`config.mk`:
```
export PLATFORM = sky130hd
export DESIGN_NAME = tcp_listen_top
export DESIGN_NICKNAME = d
export VERILOG_FILES = /design/src/logic/tcp_pkg.sv /design/src/logic/listen_engine.sv /design/src/logic/port_ram_tp.sv /design/src/logic/tcp_listen_top.sv /design/src/logic/tcp_port_table.sv
export VERILOG_INCLUDE_DIRS = /design/src /design/src/logic
export SDC_FILE = /design/constraint.sdc
export NUM_CORES = 1
export LEC_CHECK = 0
export BUFFER_PORTS_ARGS = -buffer_cell sky130_fd_sc_hd__buf_2
export CAP_MARGIN = 25
export CORE_MARGIN = 2
export CORE_UTILIZATION = 35
export DETAILED_ROUTE_END_ITERATION = 10
export GPL_ROUTABILITY_DRIVEN = 0
export MAX_ROUTING_LAYER = met4
export PLACE_DENSITY = 0.49
export SLEW_MARGIN = 10
export SYNTH_ARGS = -nofsm -noshare
export SYNTH_HDL_FRONTEND = slang
export SYNTH_HIERARCHICAL = 1
export SYNTH_SLANG_ARGS = --single-unit
export TNS_END_PERCENT = 10
```
`constraint.sdc`:
```
create_clock -name aclk -period 6.6 [get_ports aclk]
set_input_delay 0.33 -clock aclk [delete_from_list [all_inputs] [get_ports aclk]]
set_output_delay 0.33 -clock aclk [all_outputs]
set_load 0.02 [all_outputs]
```
`src/logic/tcp_settings.svh`:
```
/*
 * Shared sizes for the listen-port side of the TCP offload engine:
 * port window, session id width, table word and listen limit
 */
`ifndef TCP_SETTINGS_SVH
`define TCP_SETTINGS_SVH

// TCP port number width
`define TCP_IP_PORT_BITS 16
// Table index width, 16 entries
`define TCP_PORT_ORDER 4
// First port of the table window
`define TCP_PORT_OFFS 5000
// Receive session id width
`define TCP_RSESSION_BITS 10
// Table word, rsid low, open flag at bit TCP_RSESSION_BITS
`define TCP_PORT_TABLE_DATA_BITS 16
// Ports the listen engine will grant
`define TCP_MAX_LISTEN 3

`endif

```
`src/logic/tcp_pkg.sv`:
```
/*
 * Types for the listen path: port and session ids,
 * listen request and response structs, FSM state enums
 */
`default_nettype none

`include "tcp_settings.svh"

package tcp_pkg;

  // Port number and receive session id
  typedef logic [`TCP_IP_PORT_BITS-1:0] tcp_port_t;
  typedef logic [`TCP_RSESSION_BITS-1:0] rsid_t;

  // Host listen request, port to open and owning session
  typedef struct packed {
    tcp_port_t ip_port;
    rsid_t     rsid;
  } listen_req_t;

  // Listen answer, rsid echoed from the request
  typedef struct packed {
    logic  open_port_success;
    rsid_t rsid;
  } listen_rsp_t;

  // Port table FSM
  typedef enum logic [2:0] {
    ST_IDLE,
    ST_LUP,
    ST_WAIT,
    ST_CHECK,
    ST_RSP_COL,
    ST_SEND,
    ST_RSP_WAIT
  } port_tbl_state_t;

  // Listen engine FSM
  typedef enum logic [1:0] {
    ENG_IDLE,
    ENG_DECIDE,
    ENG_RSP
  } listen_eng_state_t;

endpackage

`default_nettype wire

```
`src/logic/listen_engine.sv`:
```
/*
 * Listen engine model, grants forwarded listens up to the listen limit
 */
`timescale 1ns/1ns
`default_nettype none

`include "tcp_settings.svh"

module listen_engine (
  input  wire                      aclk,
  input  wire                      aresetn,
  input  wire                      req_valid,
  output logic                     req_ready,
  input  wire  tcp_pkg::tcp_port_t req_port,
  output logic                     rsp_valid,
  input  wire                      rsp_ready,
  output logic                     rsp_success
);

  import tcp_pkg::*;

  localparam int CNT_BITS = $clog2(`TCP_MAX_LISTEN + 1);
  localparam logic [CNT_BITS-1:0] MAX_LISTEN = `TCP_MAX_LISTEN;

  listen_eng_state_t state_q, state_d;

  logic [CNT_BITS-1:0] count_q;
  tcp_port_t           port_q;
  logic                grant_q;
  logic                grant;
  logic                rsp_take;

  assign req_ready = (state_q == ENG_IDLE);
  assign rsp_valid = (state_q == ENG_RSP);
  assign rsp_success = grant_q;
  assign rsp_take = rsp_valid && rsp_ready;

  // Room left below the listen limit
  assign grant = (count_q < MAX_LISTEN);

  always_comb begin
    state_d = state_q;
    case (state_q)
      ENG_IDLE:   if (req_valid) state_d = ENG_DECIDE;
      ENG_DECIDE: state_d = ENG_RSP;
      ENG_RSP:    if (rsp_ready) state_d = ENG_IDLE;
      default:    state_d = ENG_IDLE;
    endcase
  end

  always_ff @(posedge aclk) begin
    if (!aresetn) begin
      state_q <= ENG_IDLE;
      count_q <= '0;
    end else begin
      state_q <= state_d;
      // Count only once the grant is taken
      if (rsp_take && grant_q) count_q <= count_q + 1'b1;
    end
  end

  // Port and decision of the listen in flight
  always_ff @(posedge aclk) begin
    if (req_valid && req_ready) port_q <= req_port;
    if (state_q == ENG_DECIDE) grant_q <= grant;
  end

endmodule

`default_nettype wire

```
`src/logic/port_ram_tp.sv`:
```
/*
 * Two-port RAM, byte writes and read on port A, read-only port B,
 * registered reads on both ports
 */
`timescale 1ns/1ns
`default_nettype none

module port_ram_tp #(
  parameter int ADDR_BITS = 4,
  parameter int DATA_BITS = 16
) (
  input  wire                      aclk,
  input  wire  [DATA_BITS/8-1:0]   a_we,
  input  wire  [ADDR_BITS-1:0]     a_addr,
  input  wire  [DATA_BITS-1:0]     a_data_in,
  output logic [DATA_BITS-1:0]     a_data_out,
  input  wire  [ADDR_BITS-1:0]     b_addr,
  output logic [DATA_BITS-1:0]     b_data_out
);

  localparam int DEPTH = 2 ** ADDR_BITS;

  logic [DATA_BITS-1:0] mem [DEPTH];

  // All entries start cleared
  initial begin
    for (int i = 0; i < DEPTH; i++) begin
      mem[i] = '0;
    end
  end

  // Port A, per-byte write, read returns old word
  always_ff @(posedge aclk) begin
    for (int j = 0; j < DATA_BITS / 8; j++) begin
      if (a_we[j]) begin
        mem[a_addr][j*8 +: 8] <= a_data_in[j*8 +: 8];
      end
    end
    a_data_out <= mem[a_addr];
  end

  // Port B, read only
  always_ff @(posedge aclk) begin
    b_data_out <= mem[b_addr];
  end

endmodule

`default_nettype wire

```
`src/logic/tcp_listen_top.sv`:
```
/*
 * Listen path top, port table joined to the listen engine
 */
`timescale 1ns/1ns
`default_nettype none

module tcp_listen_top (
  input  wire                        aclk,
  input  wire                        aresetn,
  input  wire                        s_listen_req_valid,
  output logic                       s_listen_req_ready,
  input  wire  tcp_pkg::listen_req_t s_listen_req_data,
  output logic                       m_listen_rsp_valid,
  input  wire                        m_listen_rsp_ready,
  output tcp_pkg::listen_rsp_t       m_listen_rsp_data,
  input  wire  tcp_pkg::tcp_port_t   lookup_port,
  output tcp_pkg::rsid_t             rsid_out,
  output logic                       port_open
);

  import tcp_pkg::*;

  // Table to engine channels
  logic      eng_req_valid;
  logic      eng_req_ready;
  tcp_port_t eng_req_port;
  logic      eng_rsp_valid;
  logic      eng_rsp_ready;
  logic      eng_rsp_success;

  tcp_port_table tcp_port_table_inst (
    .aclk(aclk),
    .aresetn(aresetn),
    .s_listen_req_valid(s_listen_req_valid),
    .s_listen_req_ready(s_listen_req_ready),
    .s_listen_req_data(s_listen_req_data),
    .m_listen_rsp_valid(m_listen_rsp_valid),
    .m_listen_rsp_ready(m_listen_rsp_ready),
    .m_listen_rsp_data(m_listen_rsp_data),
    .eng_req_valid(eng_req_valid),
    .eng_req_ready(eng_req_ready),
    .eng_req_port(eng_req_port),
    .eng_rsp_valid(eng_rsp_valid),
    .eng_rsp_ready(eng_rsp_ready),
    .eng_rsp_success(eng_rsp_success),
    .lookup_port(lookup_port),
    .rsid_out(rsid_out),
    .port_open(port_open)
  );

  listen_engine listen_engine_inst (
    .aclk(aclk),
    .aresetn(aresetn),
    .req_valid(eng_req_valid),
    .req_ready(eng_req_ready),
    .req_port(eng_req_port),
    .rsp_valid(eng_rsp_valid),
    .rsp_ready(eng_rsp_ready),
    .rsp_success(eng_rsp_success)
  );

endmodule

`default_nettype wire

```
`src/logic/tcp_port_table.sv`:
```
/*
 * Listen port table FSM with collision check against the RAM,
 * forwarding to the listen engine and a lookup port on RAM port B
 */
`timescale 1ns/1ns
`default_nettype none

`include "tcp_settings.svh"

module tcp_port_table (
  input  wire                        aclk,
  input  wire                        aresetn,
  // Host listen requests
  input  wire                        s_listen_req_valid,
  output logic                       s_listen_req_ready,
  input  wire  tcp_pkg::listen_req_t s_listen_req_data,
  // Listen responses to host
  output logic                       m_listen_rsp_valid,
  input  wire                        m_listen_rsp_ready,
  output tcp_pkg::listen_rsp_t       m_listen_rsp_data,
  // Engine request
  output logic                       eng_req_valid,
  input  wire                        eng_req_ready,
  output tcp_pkg::tcp_port_t         eng_req_port,
  // Engine response
  input  wire                        eng_rsp_valid,
  output logic                       eng_rsp_ready,
  input  wire                        eng_rsp_success,
  // Receive path lookup
  input  wire  tcp_pkg::tcp_port_t   lookup_port,
  output tcp_pkg::rsid_t             rsid_out,
  output logic                       port_open
);

  import tcp_pkg::*;

  localparam int ORDER = `TCP_PORT_ORDER;
  localparam int DATA_BITS = `TCP_PORT_TABLE_DATA_BITS;
  localparam int OPEN_BIT = `TCP_RSESSION_BITS;
  localparam tcp_port_t PORT_OFFS = `TCP_PORT_OFFS;

  port_tbl_state_t state_q, state_d;

  // Latched request
  tcp_port_t        port_q;
  logic [ORDER-1:0] idx_q;
  rsid_t            rsid_q;

  logic                   req_take;
  logic                   hit;
  logic [DATA_BITS/8-1:0] a_we;
  logic [DATA_BITS-1:0]   a_data_in;
  logic [DATA_BITS-1:0]   a_data_out;
  logic [ORDER-1:0]       b_addr;
  logic [DATA_BITS-1:0]   b_data_out;

  assign req_take = s_listen_req_valid && s_listen_req_ready;

  // Control state
  always_ff @(posedge aclk) begin
    if (!aresetn) begin
      state_q <= ST_IDLE;
    end else begin
      state_q <= state_d;
    end
  end

  // Request payload, index is port minus window base
  always_ff @(posedge aclk) begin
    if (req_take) begin
      port_q <= s_listen_req_data.ip_port;
      idx_q  <= s_listen_req_data.ip_port[ORDER-1:0] - PORT_OFFS[ORDER-1:0];
      rsid_q <= s_listen_req_data.rsid;
    end
  end

  // Entry already open
  assign hit = a_data_out[OPEN_BIT];

  always_comb begin
    state_d = state_q;
    case (state_q)
      ST_IDLE:     if (s_listen_req_valid) state_d = ST_LUP;
      // Two cycles cover the RAM read
      ST_LUP:      state_d = ST_WAIT;
      ST_WAIT:     state_d = ST_CHECK;
      ST_CHECK:    state_d = hit ? ST_RSP_COL : ST_SEND;
      ST_RSP_COL:  if (m_listen_rsp_ready) state_d = ST_IDLE;
      ST_SEND:     if (eng_req_ready) state_d = ST_RSP_WAIT;
      ST_RSP_WAIT: if (eng_rsp_valid && m_listen_rsp_ready) state_d = ST_IDLE;
      default:     state_d = ST_IDLE;
    endcase
  end

  // Handshakes and table write
  always_comb begin
    s_listen_req_ready = 1'b0;
    eng_req_valid = 1'b0;
    eng_rsp_ready = 1'b0;
    m_listen_rsp_valid = 1'b0;
    m_listen_rsp_data.open_port_success = 1'b0;
    m_listen_rsp_data.rsid = rsid_q;
    a_we = '0;
    case (state_q)
      ST_IDLE: s_listen_req_ready = 1'b1;
      // Collision answered here
      ST_RSP_COL: m_listen_rsp_valid = 1'b1;
      ST_SEND: eng_req_valid = 1'b1;
      // Engine answer passed straight through
      ST_RSP_WAIT: begin
        m_listen_rsp_valid = eng_rsp_valid;
        eng_rsp_ready = m_listen_rsp_ready;
        m_listen_rsp_data.open_port_success = eng_rsp_success;
        if (eng_rsp_valid && m_listen_rsp_ready && eng_rsp_success) begin
          a_we = '1;
        end
      end
      default: ;
    endcase
  end

  assign eng_req_port = port_q;

  // New entry, open flag over the rsid
  always_comb begin
    a_data_in = '0;
    a_data_in[OPEN_BIT] = 1'b1;
    a_data_in[OPEN_BIT-1:0] = rsid_q;
  end

  // Lookup index, same window offset
  assign b_addr = lookup_port[ORDER-1:0] - PORT_OFFS[ORDER-1:0];

  port_ram_tp #(
    .ADDR_BITS(ORDER),
    .DATA_BITS(DATA_BITS)
  ) port_ram_inst (
    .aclk(aclk),
    .a_we(a_we),
    .a_addr(idx_q),
    .a_data_in(a_data_in),
    .a_data_out(a_data_out),
    .b_addr(b_addr),
    .b_data_out(b_data_out)
  );

  assign rsid_out = b_data_out[OPEN_BIT-1:0];
  assign port_open = b_data_out[OPEN_BIT];

endmodule

`default_nettype wire

```
; Word level (Yosys, flattened, before mapping)
; Memories as Yosys holds them, arrays and structs flattened. A register that Yosys moved wholly into a read port is not among the register bits.
; Index checks and enable logic that the tools add are counted.
[totals]
output_inout_bits = 24
elab_cells = 54
input_bits = 46
mem_bits_rw = 176
reg_bits = 22
n_memories = 1
[mem_list]
columns = name, depth, width, read_ports, rd_ports_with_merged_regs, wr, line
row1 = tcp_port_table_inst.port_ram_inst.mem, 16, 11, 2, 2, 1, port_ram_tp.sv:23  ; logic [DATA_BITS-1:0] mem [DEPTH];
[op_classes]
add_sub_neg = 3
muxes = 20
reduce_logical = 9
n_eq_ne = 14
magnitude_cmp = 1
[ops]
columns = op, n
row1 = $pmux W3 S7, 1
row2 = $mux W3, 4
row3 = $ne A2 B2 Y1 const B, 5
row4 = $eq A3 B3 Y1 const B, 3
row5 = $mux W1, 9
row6 = $mux W2, 4
row7 = $sub A4 B4 Y4 const B, 2
row8 = $eq A3 B2 Y1 const B, 2
row9 = $pmux W2 S3, 1
row10 = $logic_and A1 B1 Y1, 5
row11 = $reduce_and A4 Y1, 1
row12 = $eq A3 B1 Y1 const B, 1
row13 = $logic_not A3 Y1, 1
row14 = $add A2 B1 Y2 const B, 1
row15 = $eq A2 B1 Y1 const B, 1
row16 = $eq A2 B2 Y1 const B, 1
row17 = $logic_not A2 Y1, 1
row18 = $lt A2 B2 Y1 const B, 1
row19 = $ne A2 B1 Y1 const B, 1
row20 = $pmux W1 S2, 1
row21 = $reduce_and A2 Y1, 1

; Depth between registers and ports, before layout
[depth]
ltp_word = 7
ltp_mapped = 6
ltp_nobuf = 5

; Modules after synthesis
; The synthesis kept the hierarchy.
[by_module_without_submodules]
columns = mod, seq_area_each_um2, instances, area_per_inst_um2, cells_per_inst
row1 = port_ram_tp, 8328.0, 1, 12335.6, 611
row2 = tcp_port_table, 870.8, 1, 1074.8, 62
row3 = listen_engine, 110.1, 1, 219.0, 20

; Worst setup path before layout
; OpenSTA, ideal clock, no wires.
[synth_timing]
kind = register to register
from = register tcp_port_table_inst.state_q[2]
to = memory tcp_port_table_inst/port_ram_inst/mem[12][0] (netlist name) (enable)
stages_incl_launch_ff = 6
required_ns = 6.230
setup_slack_ns = 4.284
synth_period_minus_slack_ns = 2.316
setup_time_ns = 0.370
t_arrival_ns = 1.945
n_path_buf = 0
path_cell_list = dfxtp_1 -> nor2b_4 -> and3_4 -> and3_1 -> or3b_2 -> nor2_1
[synth_via]
elab_chain_cells = 4
[synth_rtl]
columns = element, line
row1 = from (decl), tcp_port_table.sv:42  ; port_tbl_state_t state_q, state_d;
row2 = from (signal assigned), tcp_port_table.sv:64  ; state_q <= state_d;
row3 = $eq A3 B3 Y1, tcp_port_table.sv:104  ; case (state_q)
row4 = $mux W2, tcp_port_table.sv:104
row5 = via tcp_port_table_inst.a_we[0], tcp_port_table.sv:51  ; logic [DATA_BITS/8-1:0] a_we;
row6 = $mux W1, port_ram_tp.sv:35  ; if (a_we[j]) begin
row7 = $mux W1 (not written as such), port_ram_tp.sv:36  ; mem[a_addr][j*8 +: 8] <= a_data_in[j*8 +: 8];
row8 = to (decl), port_ram_tp.sv:23
; The timed path passes the listed nets, and every way through them passes these cells.

; Final worst setup path
[layout_timing]
from = register tcp_port_table_inst.state_q[2]
to = memory tcp_port_table_inst/port_ram_inst/mem[8][5] (netlist name) (enable)
; The elaborated chain is that of the path after synthesis.

==> impl_metrics.ini <==
[detailed_routing]
dr_total_vias = 3954
route.final.wire_length_mm = 16.90
drt_first_pass_iters = 4
postRouteAntennaNets = 0
drt_iter0_markers = 262
route.detailed.vias_per_inst = 4.816
remaining_drc_errors = 0
routedWlPerCell_um = 20.58

[sta]
rsz0062_at_grt = false
worst_pin_slew_ns = 1.055
hold_viol = 0
fin_tns_setup_ns = 0
tightest_slew_margin_relative_to_the_limit_pct = 29.42
peak_freq_mhz = 350.8
final_min_period_over_clock_period_pct = 43.19
slew_violations = 0
finalWorstPathRequiredPeriod_ns = 2.851
endpoints_failing_setup = 0
fin_skew_ns = 0.008610

[min_path]
min-delay-path-class = input pin to register
hold_depth = 1
hold_crit_start = s_listen_req_data[4]
worst_hold_path.endpoint = tcp_port_table_inst/rsid_q[4]$_DFFE_PP_

[placed_design]
placed_area_um2 = 8680
portBuffers = 45
hpwl_mm = 10.77

[clock_network]
cts-buffers-inserted = 23
cts_max_path_buffers = 3
clock_insertion_delay_worst_skew_ns = 0.50
tritoncts = done
clk_transition_reported_paths_ns = 0.06
htree_num_levels = 1
cts_num_sinks = 210
cts-root-buf = sky130_fd_sc_hd__clkbuf_16

[critical_path]
critical_path.reg2reg.startpoint = tcp_port_table_inst/state_q[2]$_SDFFE_PN0P_
critPathRequiredTime_ns = 6.71
timing.setup.critical_path_class = register to register
ff2ff_path_depth = 5
cp-startpoint = tcp_port_table_inst/state_q[2]$_SDFFE_PN0P_
reg2reg_slack_ns = 3.75
path_max_fanout = 8
timing.critical_path.to_type = register
r2r-end = tcp_port_table_inst/port_ram_inst/mem[8][5]$_DFFE_PP_
critical_path.startpoint_type = register
crit_arrival_ns = 2.96

[synth]
netlist_area_um2 = 8210
yosys_warnings = 6
synth.avg_cell_area_um2 = 18.96
netlist_instances = 433

[global_routing]
grt_use_total_pct = 14.65
number_of_global_route_vias_before_repair = 4247
grt_start_max_net_pins = 45
overflow = 0
antenna_found_initial = 0
grt_pass1_wl_mm = 25.86

[floorplan]
core_um2 = 23260
start_util_pct = 35.29
fp.dieArea_um2 = 24700
design.portCount = 70
die_h_um = 157.2
count_of_standard_cell_rows = 56
chip_width_um = 157.2

[power]
leakage_nw = 3.138
power_density_nw_per_um2 = 296.5
power.ir.vdd_worst_v = 0.0001506

[job]
cap_viol_max_count = 0

[cells_and_area]
area.growth.synth_to_final_pct = 15.24
total_nets_final = 535
final_area_um2 = 9462
diodes = 0
layout-drive-gt1-share_pct = 25.90

[status]
outcome = completed
[critical path: stages, from the launching register on]
cell and delay, ns:
sky130_fd_sc_hd__dfxtp_1 0.43, sky130_fd_sc_hd__nor2b_4 0.23, sky130_fd_sc_hd__and3_4 0.19, sky130_fd_sc_hd__and3_1 0.33
sky130_fd_sc_hd__or3b_2 0.54, sky130_fd_sc_hd__nor2_1 0.76
[per-stage QoR]
step	setup slack [ns]	hold slack [ns]	std cells	util, %	total power [mW]
floorplan	4.284	0.4289	448	-	1.625
global placement	3.753	0.4463	769	37.23	1.667
detailed placement	3.712	0.4648	771	37.31	1.673
CTS	3.694	0.005213	819	40.61	2.844
global route	3.548	0.01274	821	40.67	2.905
finish	3.749	0.02099	821	40.67	2.805
[flip-flops by register name (all words and copies together) (netlist names)]
signal                                        cells
listen_engine_inst/rsp_success                    1
tcp_port_table_inst/port_ram_inst/b_data_out     11
tcp_port_table_inst/state_q                       3
tcp_port_table_inst/port_ram_inst/mem           176
listen_engine_inst/count_q                        2
tcp_port_table_inst/eng_req_port                  3
tcp_port_table_inst/port_ram_inst/a_data_out      1
tcp_port_table_inst/idx_q                         1
listen_engine_inst/state_q                        2
tcp_port_table_inst/rsid_q                       10
[metal layers]
metal | GRT usage [%] | part of all wire (%) | vias up
li1 | - | - | 1789
met2 | 24.16 | 49 | 100
met5 | - | 0 | -
met3 | 2.478 | 5.0 | 34
met4 | 3.680 | 2.4 | 0
met1 | 19.02 | 43 | 2031
[timing repair]
item | CTS | global route
endpoints found under the hold margin | 9 | 0
hold buffers | 9 | 0
resized for setup | 0 | 0
buffers inserted | 0 | 0
setup endpoints to repair | 0 | 0
[report_power, final]
part           internal [mW]  total (mW)  switching [mW]
logic                 0.0573       0.132          0.0750
registers               1.48        1.51          0.0340
clock network          0.687        1.16           0.474
[how the worst max path moves through the flow]
stage	end	slack (ns)
after floorplan	tcp_port_table_inst/port_ram_inst/mem[0][0]$_DFFE_PP_	4.28
after global placement	tcp_port_table_inst/port_ram_inst/mem[8][7]$_DFFE_PP_	3.75
after detailed placement	tcp_port_table_inst/port_ram_inst/mem[8][4]$_DFFE_PP_	3.71
after CTS	tcp_port_table_inst/port_ram_inst/mem[8][3]$_DFFE_PP_	3.69
after global routing	tcp_port_table_inst/port_ram_inst/mem[8][3]$_DFFE_PP_	3.55
final	tcp_port_table_inst/port_ram_inst/mem[8][5]$_DFFE_PP_	3.75
[cell type report]
class | count | area [um2]
Fill cell | 2142 | 13800
Tap cell | 319 | 399.1
Sequential cell | 210 | 6116
Inverter | 4 | 15.01
Clock inverter | 8 | 61.31
Clock buffer | 31 | 615.6
Multi-Input combinational cell | 189 | 1891
Timing Repair Buffer | 60 | 364.1
[layout by cell type, fill, tap and decap left out, types with 5 or more instances in the layout]
cell / n
sky130_fd_sc_hd__conb_1: 16
sky130_fd_sc_hd__clkbuf_16: 23
sky130_fd_sc_hd__nand3b_1: 5
sky130_fd_sc_hd__edfxtp_1: 191
sky130_fd_sc_hd__dfxtp_1: 19
sky130_fd_sc_hd__nor2_1: 37
sky130_fd_sc_hd__dlygate4sd3_1: 9
sky130_fd_sc_hd__buf_2: 45
sky130_fd_sc_hd__mux4_2: 43
sky130_fd_sc_hd__a22oi_1: 24
sky130_fd_sc_hd__buf_4: 5
sky130_fd_sc_hd__nor2b_1: 7
sky130_fd_sc_hd__nand2_1: 18
sky130_fd_sc_hd__clkbuf_1: 7
sky130_fd_sc_hd__mux4_1: 5
Note: power is estimated with default switching activity, not from simulation.
